--- src/rob_cfg.svh ---
`ifndef ROB_CFG_SVH
`define ROB_CFG_SVH

// number of entries and index width
`define ROB_DEPTH 16
`define ROB_IDX_W 4

// payload widths
`define ROB_DATA_W 32
`define ROB_ADDR_W 32
`define ROB_REG_W 5
`define ROB_SHAMT_W 5

`endif

--- src/rob_pkg.sv ---
`include "rob_cfg.svh"

package rob_pkg;

  typedef logic [`ROB_IDX_W-1:0] rob_idx_t;

  // wrap bit tells full from empty
  typedef struct packed {
    logic     wrap;
    rob_idx_t idx;
  } rob_ptr_t;

  typedef enum logic [3:0] {
    op_nop,
    op_add,
    op_sub,
    op_and,
    op_or,
    op_xor,
    op_nor,
    op_slt,
    op_sll,
    op_srl,
    op_sra,
    op_lui
  } rob_op_e;

  typedef enum logic [2:0] {
    exc_none,
    exc_overflow,
    exc_addr_err,
    exc_syscall,
    exc_break
  } rob_exc_e;

  // what issue needs to dispatch the instruction
  typedef struct packed {
    rob_op_e                 op;
    logic [`ROB_SHAMT_W-1:0] shamt;
    logic                    ref_1;
    logic                    ref_2;
    logic [`ROB_DATA_W-1:0]  operand_1;
    logic [`ROB_DATA_W-1:0]  operand_2;
    logic [`ROB_ADDR_W-1:0]  pc;
  } rob_issue_t;

  typedef struct packed {
    logic                  reg_write_en;
    logic [`ROB_REG_W-1:0] reg_addr;
    logic                  is_delayslot;
  } rob_dest_t;

  typedef struct packed {
    logic [`ROB_DATA_W-1:0] data;
    rob_exc_e               exc;
  } rob_result_t;

  typedef struct packed {
    rob_dest_t   dest;
    rob_result_t result;
  } rob_commit_t;

endpackage

--- src/rob_entry_array.sv ---
`timescale 1ns/1ps

`include "rob_cfg.svh"

module rob_entry_array
  import rob_pkg::*;
(
  input  logic        clk,
  input  logic        rst,
  // allocation at the tail
  input  logic        entry_write_en,
  input  rob_idx_t    tail_idx,
  input  rob_issue_t  write_issue,
  input  rob_dest_t   write_dest,
  input  rob_exc_e    write_exc,
  // writeback from execution
  input  logic        update_en,
  input  rob_idx_t    update_idx,
  input  rob_result_t update_result,
  // stored entries
  output rob_issue_t  issue_q  [`ROB_DEPTH],
  output rob_dest_t   dest_q   [`ROB_DEPTH],
  output rob_result_t result_q [`ROB_DEPTH],
  output logic [`ROB_DEPTH-1:0] done_q
);

  logic [`ROB_DEPTH-1:0] wr_sel;
  logic [`ROB_DEPTH-1:0] upd_sel;

  for (genvar i = 0; i < `ROB_DEPTH; i++) begin : g_entry

    assign wr_sel[i]  = entry_write_en && (tail_idx == rob_idx_t'(i));
    assign upd_sel[i] = update_en && (update_idx == rob_idx_t'(i));

    always_ff @(posedge clk) begin
      if (wr_sel[i]) begin
        issue_q[i] <= write_issue;
        dest_q[i]  <= write_dest;
      end
    end

    // a fresh entry carries only the front-end exception
    always_ff @(posedge clk) begin
      if (wr_sel[i]) begin
        result_q[i] <= '{data: '0, exc: write_exc};
      end else if (upd_sel[i]) begin
        result_q[i] <= update_result;
      end
    end

    always_ff @(posedge clk) begin
      if (!rst) begin
        done_q[i] <= 1'b0;
      end else if (wr_sel[i]) begin
        done_q[i] <= 1'b0;
      end else if (upd_sel[i]) begin
        done_q[i] <= 1'b1;
      end
    end

  end

endmodule

--- src/rob_ptr_ctrl.sv ---
`timescale 1ns/1ps

`include "rob_cfg.svh"

module rob_ptr_ctrl
  import rob_pkg::*;
(
  input  logic     clk,
  input  logic     rst,
  input  logic     write_en,
  input  logic     read_en,
  input  logic     commit_en,
  input  logic     erase_en,
  input  rob_idx_t erase_idx,
  input  logic     update_en,
  input  rob_idx_t update_idx,
  input  logic     head_done,
  output rob_idx_t head_idx,
  output rob_idx_t read_idx,
  output rob_idx_t tail_idx,
  output logic     can_write,
  output logic     can_read,
  output logic     can_commit,
  output logic     entry_write_en
);

  rob_ptr_t head_ptr, read_ptr, tail_ptr;
  rob_ptr_t head_adv, read_adv, erase_ptr;
  rob_ptr_t read_next, tail_next;
  logic [`ROB_IDX_W:0] used;
  logic [`ROB_IDX_W:0] read_off, erase_off;

  assign head_idx = head_ptr.idx;
  assign read_idx = read_ptr.idx;
  assign tail_idx = tail_ptr.idx;

  // erase wins over a write in the same cycle
  assign entry_write_en = write_en && !erase_en;

  assign used       = tail_ptr - head_ptr;
  assign can_write  = used < `ROB_DEPTH;
  assign can_read   = (read_ptr != tail_ptr) || entry_write_en;
  assign can_commit = (used != '0) &&
                      (head_done || (update_en && update_idx == head_ptr.idx));

  always_comb begin
    head_adv = commit_en ? head_ptr + 1'b1 : head_ptr;
    read_adv = read_en ? read_ptr + 1'b1 : read_ptr;

    // an index below the head lies one lap ahead of it
    erase_ptr.idx  = erase_idx;
    erase_ptr.wrap = (erase_idx < head_adv.idx) ? ~head_adv.wrap : head_adv.wrap;

    tail_next = erase_en ? erase_ptr : (entry_write_en ? tail_ptr + 1'b1 : tail_ptr);

    // distances from head decide whether read is beyond the new tail
    read_off  = read_adv - head_adv;
    erase_off = erase_ptr - head_adv;
    read_next = (erase_en && read_off > erase_off) ? erase_ptr : read_adv;
  end

  always_ff @(posedge clk) begin
    if (!rst) begin
      head_ptr <= '0;
      read_ptr <= '0;
      tail_ptr <= '0;
    end else begin
      head_ptr <= head_adv;
      read_ptr <= read_next;
      tail_ptr <= tail_next;
    end
  end

endmodule

--- src/rob_read_port.sv ---
`timescale 1ns/1ps

`include "rob_cfg.svh"

module rob_read_port
  import rob_pkg::*;
(
  input  logic       read_en,
  input  logic       entry_write_en,
  input  rob_idx_t   read_idx,
  input  rob_idx_t   tail_idx,
  input  rob_issue_t issue_q [`ROB_DEPTH],
  input  rob_issue_t write_issue,
  output rob_issue_t read_issue
);

  logic fwd_write;

  // entry being allocated right now is the one issue wants
  assign fwd_write = entry_write_en && (read_idx == tail_idx);

  always_comb begin
    if (!read_en) begin
      read_issue = '0;
    end else if (fwd_write) begin
      read_issue = write_issue;
    end else begin
      read_issue = issue_q[read_idx];
    end
  end

endmodule

--- src/rob_commit_port.sv ---
`timescale 1ns/1ps

`include "rob_cfg.svh"

module rob_commit_port
  import rob_pkg::*;
(
  input  logic        commit_en,
  input  rob_idx_t    head_idx,
  input  logic        update_en,
  input  rob_idx_t    update_idx,
  input  rob_dest_t   dest_q   [`ROB_DEPTH],
  input  rob_result_t result_q [`ROB_DEPTH],
  input  rob_result_t update_result,
  output rob_commit_t commit_data
);

  logic        fwd_update;
  rob_result_t head_result;

  // writeback landing on the head this cycle
  assign fwd_update  = update_en && (update_idx == head_idx);
  assign head_result = fwd_update ? update_result : result_q[head_idx];

  always_comb begin
    if (commit_en) begin
      commit_data.dest   = dest_q[head_idx];
      commit_data.result = head_result;
    end else begin
      commit_data = '0;
    end
  end

endmodule

--- src/reorder_buffer.sv ---
`timescale 1ns/1ps

`include "rob_cfg.svh"

module reorder_buffer
  import rob_pkg::*;
(
  input  logic        clk,
  input  logic        rst,
  // write
  input  logic        write_en,
  input  rob_issue_t  write_issue,
  input  rob_dest_t   write_dest,
  input  rob_exc_e    write_exc,
  output logic        can_write,
  output rob_idx_t    write_idx,
  // read
  input  logic        read_en,
  output logic        can_read,
  output rob_idx_t    read_idx,
  output rob_issue_t  read_issue,
  // update
  input  logic        update_en,
  input  rob_idx_t    update_idx,
  input  rob_result_t update_result,
  // commit
  input  logic        commit_en,
  output logic        can_commit,
  output rob_commit_t commit_data,
  // erase
  input  logic        erase_en,
  input  rob_idx_t    erase_idx
);

  rob_idx_t    head_idx;
  rob_idx_t    tail_idx;
  logic        entry_write_en;
  rob_issue_t  issue_q  [`ROB_DEPTH];
  rob_dest_t   dest_q   [`ROB_DEPTH];
  rob_result_t result_q [`ROB_DEPTH];
  logic [`ROB_DEPTH-1:0] done_q;

  assign write_idx = tail_idx;

  rob_ptr_ctrl u_ptr_ctrl (
    .clk            (clk),
    .rst            (rst),
    .write_en       (write_en),
    .read_en        (read_en),
    .commit_en      (commit_en),
    .erase_en       (erase_en),
    .erase_idx      (erase_idx),
    .update_en      (update_en),
    .update_idx     (update_idx),
    .head_done      (done_q[head_idx]),
    .head_idx       (head_idx),
    .read_idx       (read_idx),
    .tail_idx       (tail_idx),
    .can_write      (can_write),
    .can_read       (can_read),
    .can_commit     (can_commit),
    .entry_write_en (entry_write_en)
  );

  rob_entry_array u_entry_array (
    .clk            (clk),
    .rst            (rst),
    .entry_write_en (entry_write_en),
    .tail_idx       (tail_idx),
    .write_issue    (write_issue),
    .write_dest     (write_dest),
    .write_exc      (write_exc),
    .update_en      (update_en),
    .update_idx     (update_idx),
    .update_result  (update_result),
    .issue_q        (issue_q),
    .dest_q         (dest_q),
    .result_q       (result_q),
    .done_q         (done_q)
  );

  rob_read_port u_read_port (
    .read_en        (read_en),
    .entry_write_en (entry_write_en),
    .read_idx       (read_idx),
    .tail_idx       (tail_idx),
    .issue_q        (issue_q),
    .write_issue    (write_issue),
    .read_issue     (read_issue)
  );

  rob_commit_port u_commit_port (
    .commit_en      (commit_en),
    .head_idx       (head_idx),
    .update_en      (update_en),
    .update_idx     (update_idx),
    .dest_q         (dest_q),
    .result_q       (result_q),
    .update_result  (update_result),
    .commit_data    (commit_data)
  );

endmodule

--- config.mk ---
export PLATFORM = sky130hd
export DESIGN_NAME = reorder_buffer
export DESIGN_NICKNAME = d
export VERILOG_FILES = /design/src/rob_pkg.sv /design/src/rob_entry_array.sv /design/src/rob_ptr_ctrl.sv /design/src/rob_read_port.sv /design/src/rob_commit_port.sv /design/src/reorder_buffer.sv
export VERILOG_INCLUDE_DIRS = /design/src
export SDC_FILE = /design/constraint.sdc
export NUM_CORES = 2
export LEC_CHECK = 0
export ABC_CLOCK_PERIOD_IN_PS = 13600
export BUFFER_PORTS_ARGS = -buffer_cell sky130_fd_sc_hd__buf_2
export CORE_ASPECT_RATIO = 0.9
export CORE_UTILIZATION = 45
export CTS_CLUSTER_SIZE = 24
export DETAILED_ROUTE_END_ITERATION = 7
export HOLD_SLACK_MARGIN = 0.06
export MAX_ROUTING_LAYER = met4
export SLEW_MARGIN = 20
export SYNTH_ARGS = -nofsm -noshare
export SYNTH_HDL_FRONTEND = slang
export SYNTH_HIERARCHICAL = 1
export SYNTH_SLANG_ARGS = --single-unit
export TNS_END_PERCENT = 20
--- constraint.sdc ---
create_clock -name clk -period 13.6 [get_ports clk]
set_clock_uncertainty 0.2 [all_clocks]
set_input_delay 1.36 -clock clk [delete_from_list [all_inputs] [get_ports clk]]
set_output_delay 1.36 -clock clk [all_outputs]
set_load 0.02 [all_outputs]
==> flow_metrics.py <==
metrics = {
    "status": {
        "status": "finished, final reports clean",
    },
    "worst_setup_path": {
        "path_max_fanout": 105,
        "cp_data_arrival_time_ns": 5.60,
        "endpoint_kind": "output pin",
        "critPathRequiredTime_ns": 12.04,
        "path_class": "reg -> out",
        "cp-start-kind": "flop",
    },
    "sta": {
        "report.final.slew_viol_count": 0,
        "fin_crit_sh_pct": 52.6,
        "max_slew_margin_pct": 23.1,
        "fmax_ghz": 0.140,
        "setup_tns_ns": 0,
        "fin_hold_ws_ns": 0.271,
        "grt_setup_unrepaired": "false",
        "hold_viol_final": 0,
        "max_slew.worst_pin.slew_ns": 1.15,
        "fin_crit_ns": 7.16,
        "setup_violations": 0,
    },
    "finish": {
        "num-fill-cells": 17600,
        "layout-drive-gt1-share_pct": 23.1,
        "area_growth_pct": 11.3,
        "layout.nets": 6300,
        "final_cells": 9191,
        "fin_area_mm2": 0.109,
    },
    "grt": {
        "grt_max_degree": 140,
        "grt.overflow.total": 0,
        "antenna_found_initial": 33,
        "grt_usage_pct": 25.3,
        "grt_pass1_vias": 58200,
        "grt_pass1_wl_um": 397000,
    },
    "logic_synthesis": {
        "ys_warn_count": 6,
        "yosysUniqueCellTypes": 59,
        "syn_nets": 6236,
        "netlist_area_mm2": 0.0978,
        "synth_area_per_cell_um2": 16.2,
        "synth_edf_count": 1872,
        "synth_seq_area_share_pct": 68.6,
        "ys_seq_elements": 2415,
        "synthCells": 6048,
        "async_flop_share_pct": 0,
        "dominantRegCellSynth": "edfxtp_1",
    },
    "routing": {
        "drc": 0,
        "drt_iter0_markers": 6715,
        "vias": 58000,
        "avgRoutedWirePerCell_um": 29.6,
        "drt.antenna.violating_nets": 0,
        "firstDrtPassIters": 6,
        "via_per_inst": 6.31,
        "drt-total-wl_um": 272000,
    },
    "clock_tree": {
        "cts_buffers": 236,
        "postCtsHoldBufs": 0,
        "cts_num_sinks": 2415,
        "ctsResizeCount": 0,
        "cts_setup_buffers": 0,
        "root_buffer": "clkbuf_16",
        "htree_levels": 4,
        "path_clk_slew_ns": 0.06,
        "clk_latency_ns": 0.87,
        "cts.path.max_buffers": 3,
        "cts_tree": "yes",
    },
    "floorplan": {
        "die_area_mm2": 0.219,
        "die_x_um": 493,
        "row_count": 161,
        "die_h_um": 444,
        "coreArea_mm2": 0.215,
        "start_util_pct": 45.5,
        "ios": 327,
    },
    "pwr": {
        "ir_drop_v": 0.000150,
        "leakage_uw": 0.0347,
        "powerDensity_mw_per_mm2": 179,
        "design_power_total_uw": 19400,
    },
    "placed_design": {
        "place_area_mm2": 0.101,
        "io_buffers": 326,
        "dp_cells": 8725,
        "gp_congestion": 0.781,
        "dpl.hpwl_um": 131000,
    },
    "hold_path": {
        "hold_class": "reg -> reg",
    },
    "run": {
        "max_cap_violations": 0,
    },
}
==> final cells by class <==
class	count	area, µm²	share of cell area (%)
sequential	2415	67100	61.7
multi-input combinational	3009	27800	25.6
clock buffer	304	6370	5.85
tap	2852	3570	3.28
timing repair buffer	421	2430	2.23
clock inverter	136	1260	1.16
inverter	29	199	0.183
antenna	25	62.6	0.0575
==> per-stage QoR <==
stage                     setup slack, ns  utilization (%)
after detailed placement             7.18             47.0
final                                6.44             50.6
after global placement               7.19             47.0
after CTS                            6.20             50.6
after global routing                 5.88             50.6
after floorplan                      7.37                -
==> cells in the mapped netlist, drive strengths merged (2+ instances only) <==
cell	count	area [µm²]
inv	21	78.8
a211oi	5	37.5
ha	18	225
nand3	518	2590
nand3b	5	37.5
o22ai	4	25.0
and2	12	75.1
nand2b	4	30.0
clkinv	8	30.0
and3	3	18.8
edfxtp	1872	56200
nor2b	9	56.3
a31oi	4	31.3
xnor2	21	203
nand4	7	43.8
a22o	142	1240
nand2	158	596
mux4	607	13700
fa	3	60.1
and3b	4	35.0
buf	278	1690
dfxtp	543	10900
o21ai	526	2640
a21o	5	37.5
and4	2	17.5
mux2i	7	70.1
xor2	21	184
maj3	3	31.3
mux2	49	552
a22oi	284	2130
clkbuf	317	1190
nor2	23	98.8
a21oi	536	2690
nor3b	18	140
nor3	3	15.0
==> sequential cells by signal, summed over array words and instances (netlist names) <==
name / count
u_entry_array/result_q: 560
u_entry_array/done_q: 16
u_ptr_ctrl/read_ptr: 1
u_entry_array/issue_q: 1712
u_ptr_ctrl/tail_idx: 4
u_ptr_ctrl/head_idx: 4
u_ptr_ctrl/read_idx: 4
u_ptr_ctrl/tail_ptr: 1
u_entry_array/dest_q: 112
u_ptr_ctrl/head_ptr: 1
==> worst max-delay path, stage by stage (launching register included) <==
cell,delay (ns)
dfxtp_4,0.83
buf_4,0.80
buf_12,0.72
buf_4,0.77
mux4_2,0.60
a22oi_1,0.22
nand2_1,0.15
a22o_1,0.23
buf_2,0.16
==> kinds of logic after synthesis <==
kind of cell               after synthesis  synth area share, %
muxes                                  663                 14.6
DFF                                   2415                 68.6
other                                    1              0.00384
AOI/OAI and AO/OA                     1509                 9.07
xor gates and xnor gates                42                0.396
buffers and inverters                  624                 3.06
adders and majority gates               24                0.324
and+or+nand+nor                        770                 3.87
==> worst paths after layout <==
kind                                     from                     endpoint  slack (ns)  cells past startpoint
setup / recovery       u_ptr_ctrl/read_idx[0]              read_issue[105]        6.44                      8
hold / removal    u_entry_array/result_q[100]  u_entry_array/result_q[100]        0.27                      2
setup reg to reg       u_ptr_ctrl/read_idx[0]       u_ptr_ctrl/read_idx[0]        8.86                     12
hold reg to reg   u_entry_array/result_q[100]  u_entry_array/result_q[100]        0.27                      2
==> power breakdown <==
| group | internal, µW | switching, µW | total (µW) |
|---|---|---|---|
| Clock | 3670 | 2800 | 6470 |
| Sequential | 8320 | 206 | 8520 |
| Combinational | 1880 | 2550 | 4440 |
==> placed cells by master, fill, tap and decap left out, drive strengths merged, types with 158 or more instances in the layout <==
master / Yosys / layout
dfxtp: 543 / 543
nand3: 518 / 518
buf: 278 / 421
o21ai: 526 / 526
clkbuf: 317 / 304
nand2: 158 / 158
edfxtp: 1872 / 1872
a21oi: 536 / 536
mux4: 607 / 607
a22oi: 284 / 284
==> routing by layer <==
layer / global-route usage [%] / share of wire [%]
met5: - / 0
met4: 7.01 / 2.6
met3: 3.87 / 7.1
met2: 40.7 / 49
met1: 33.7 / 41
No activity file was read; power rests on OpenSTA's default activity.
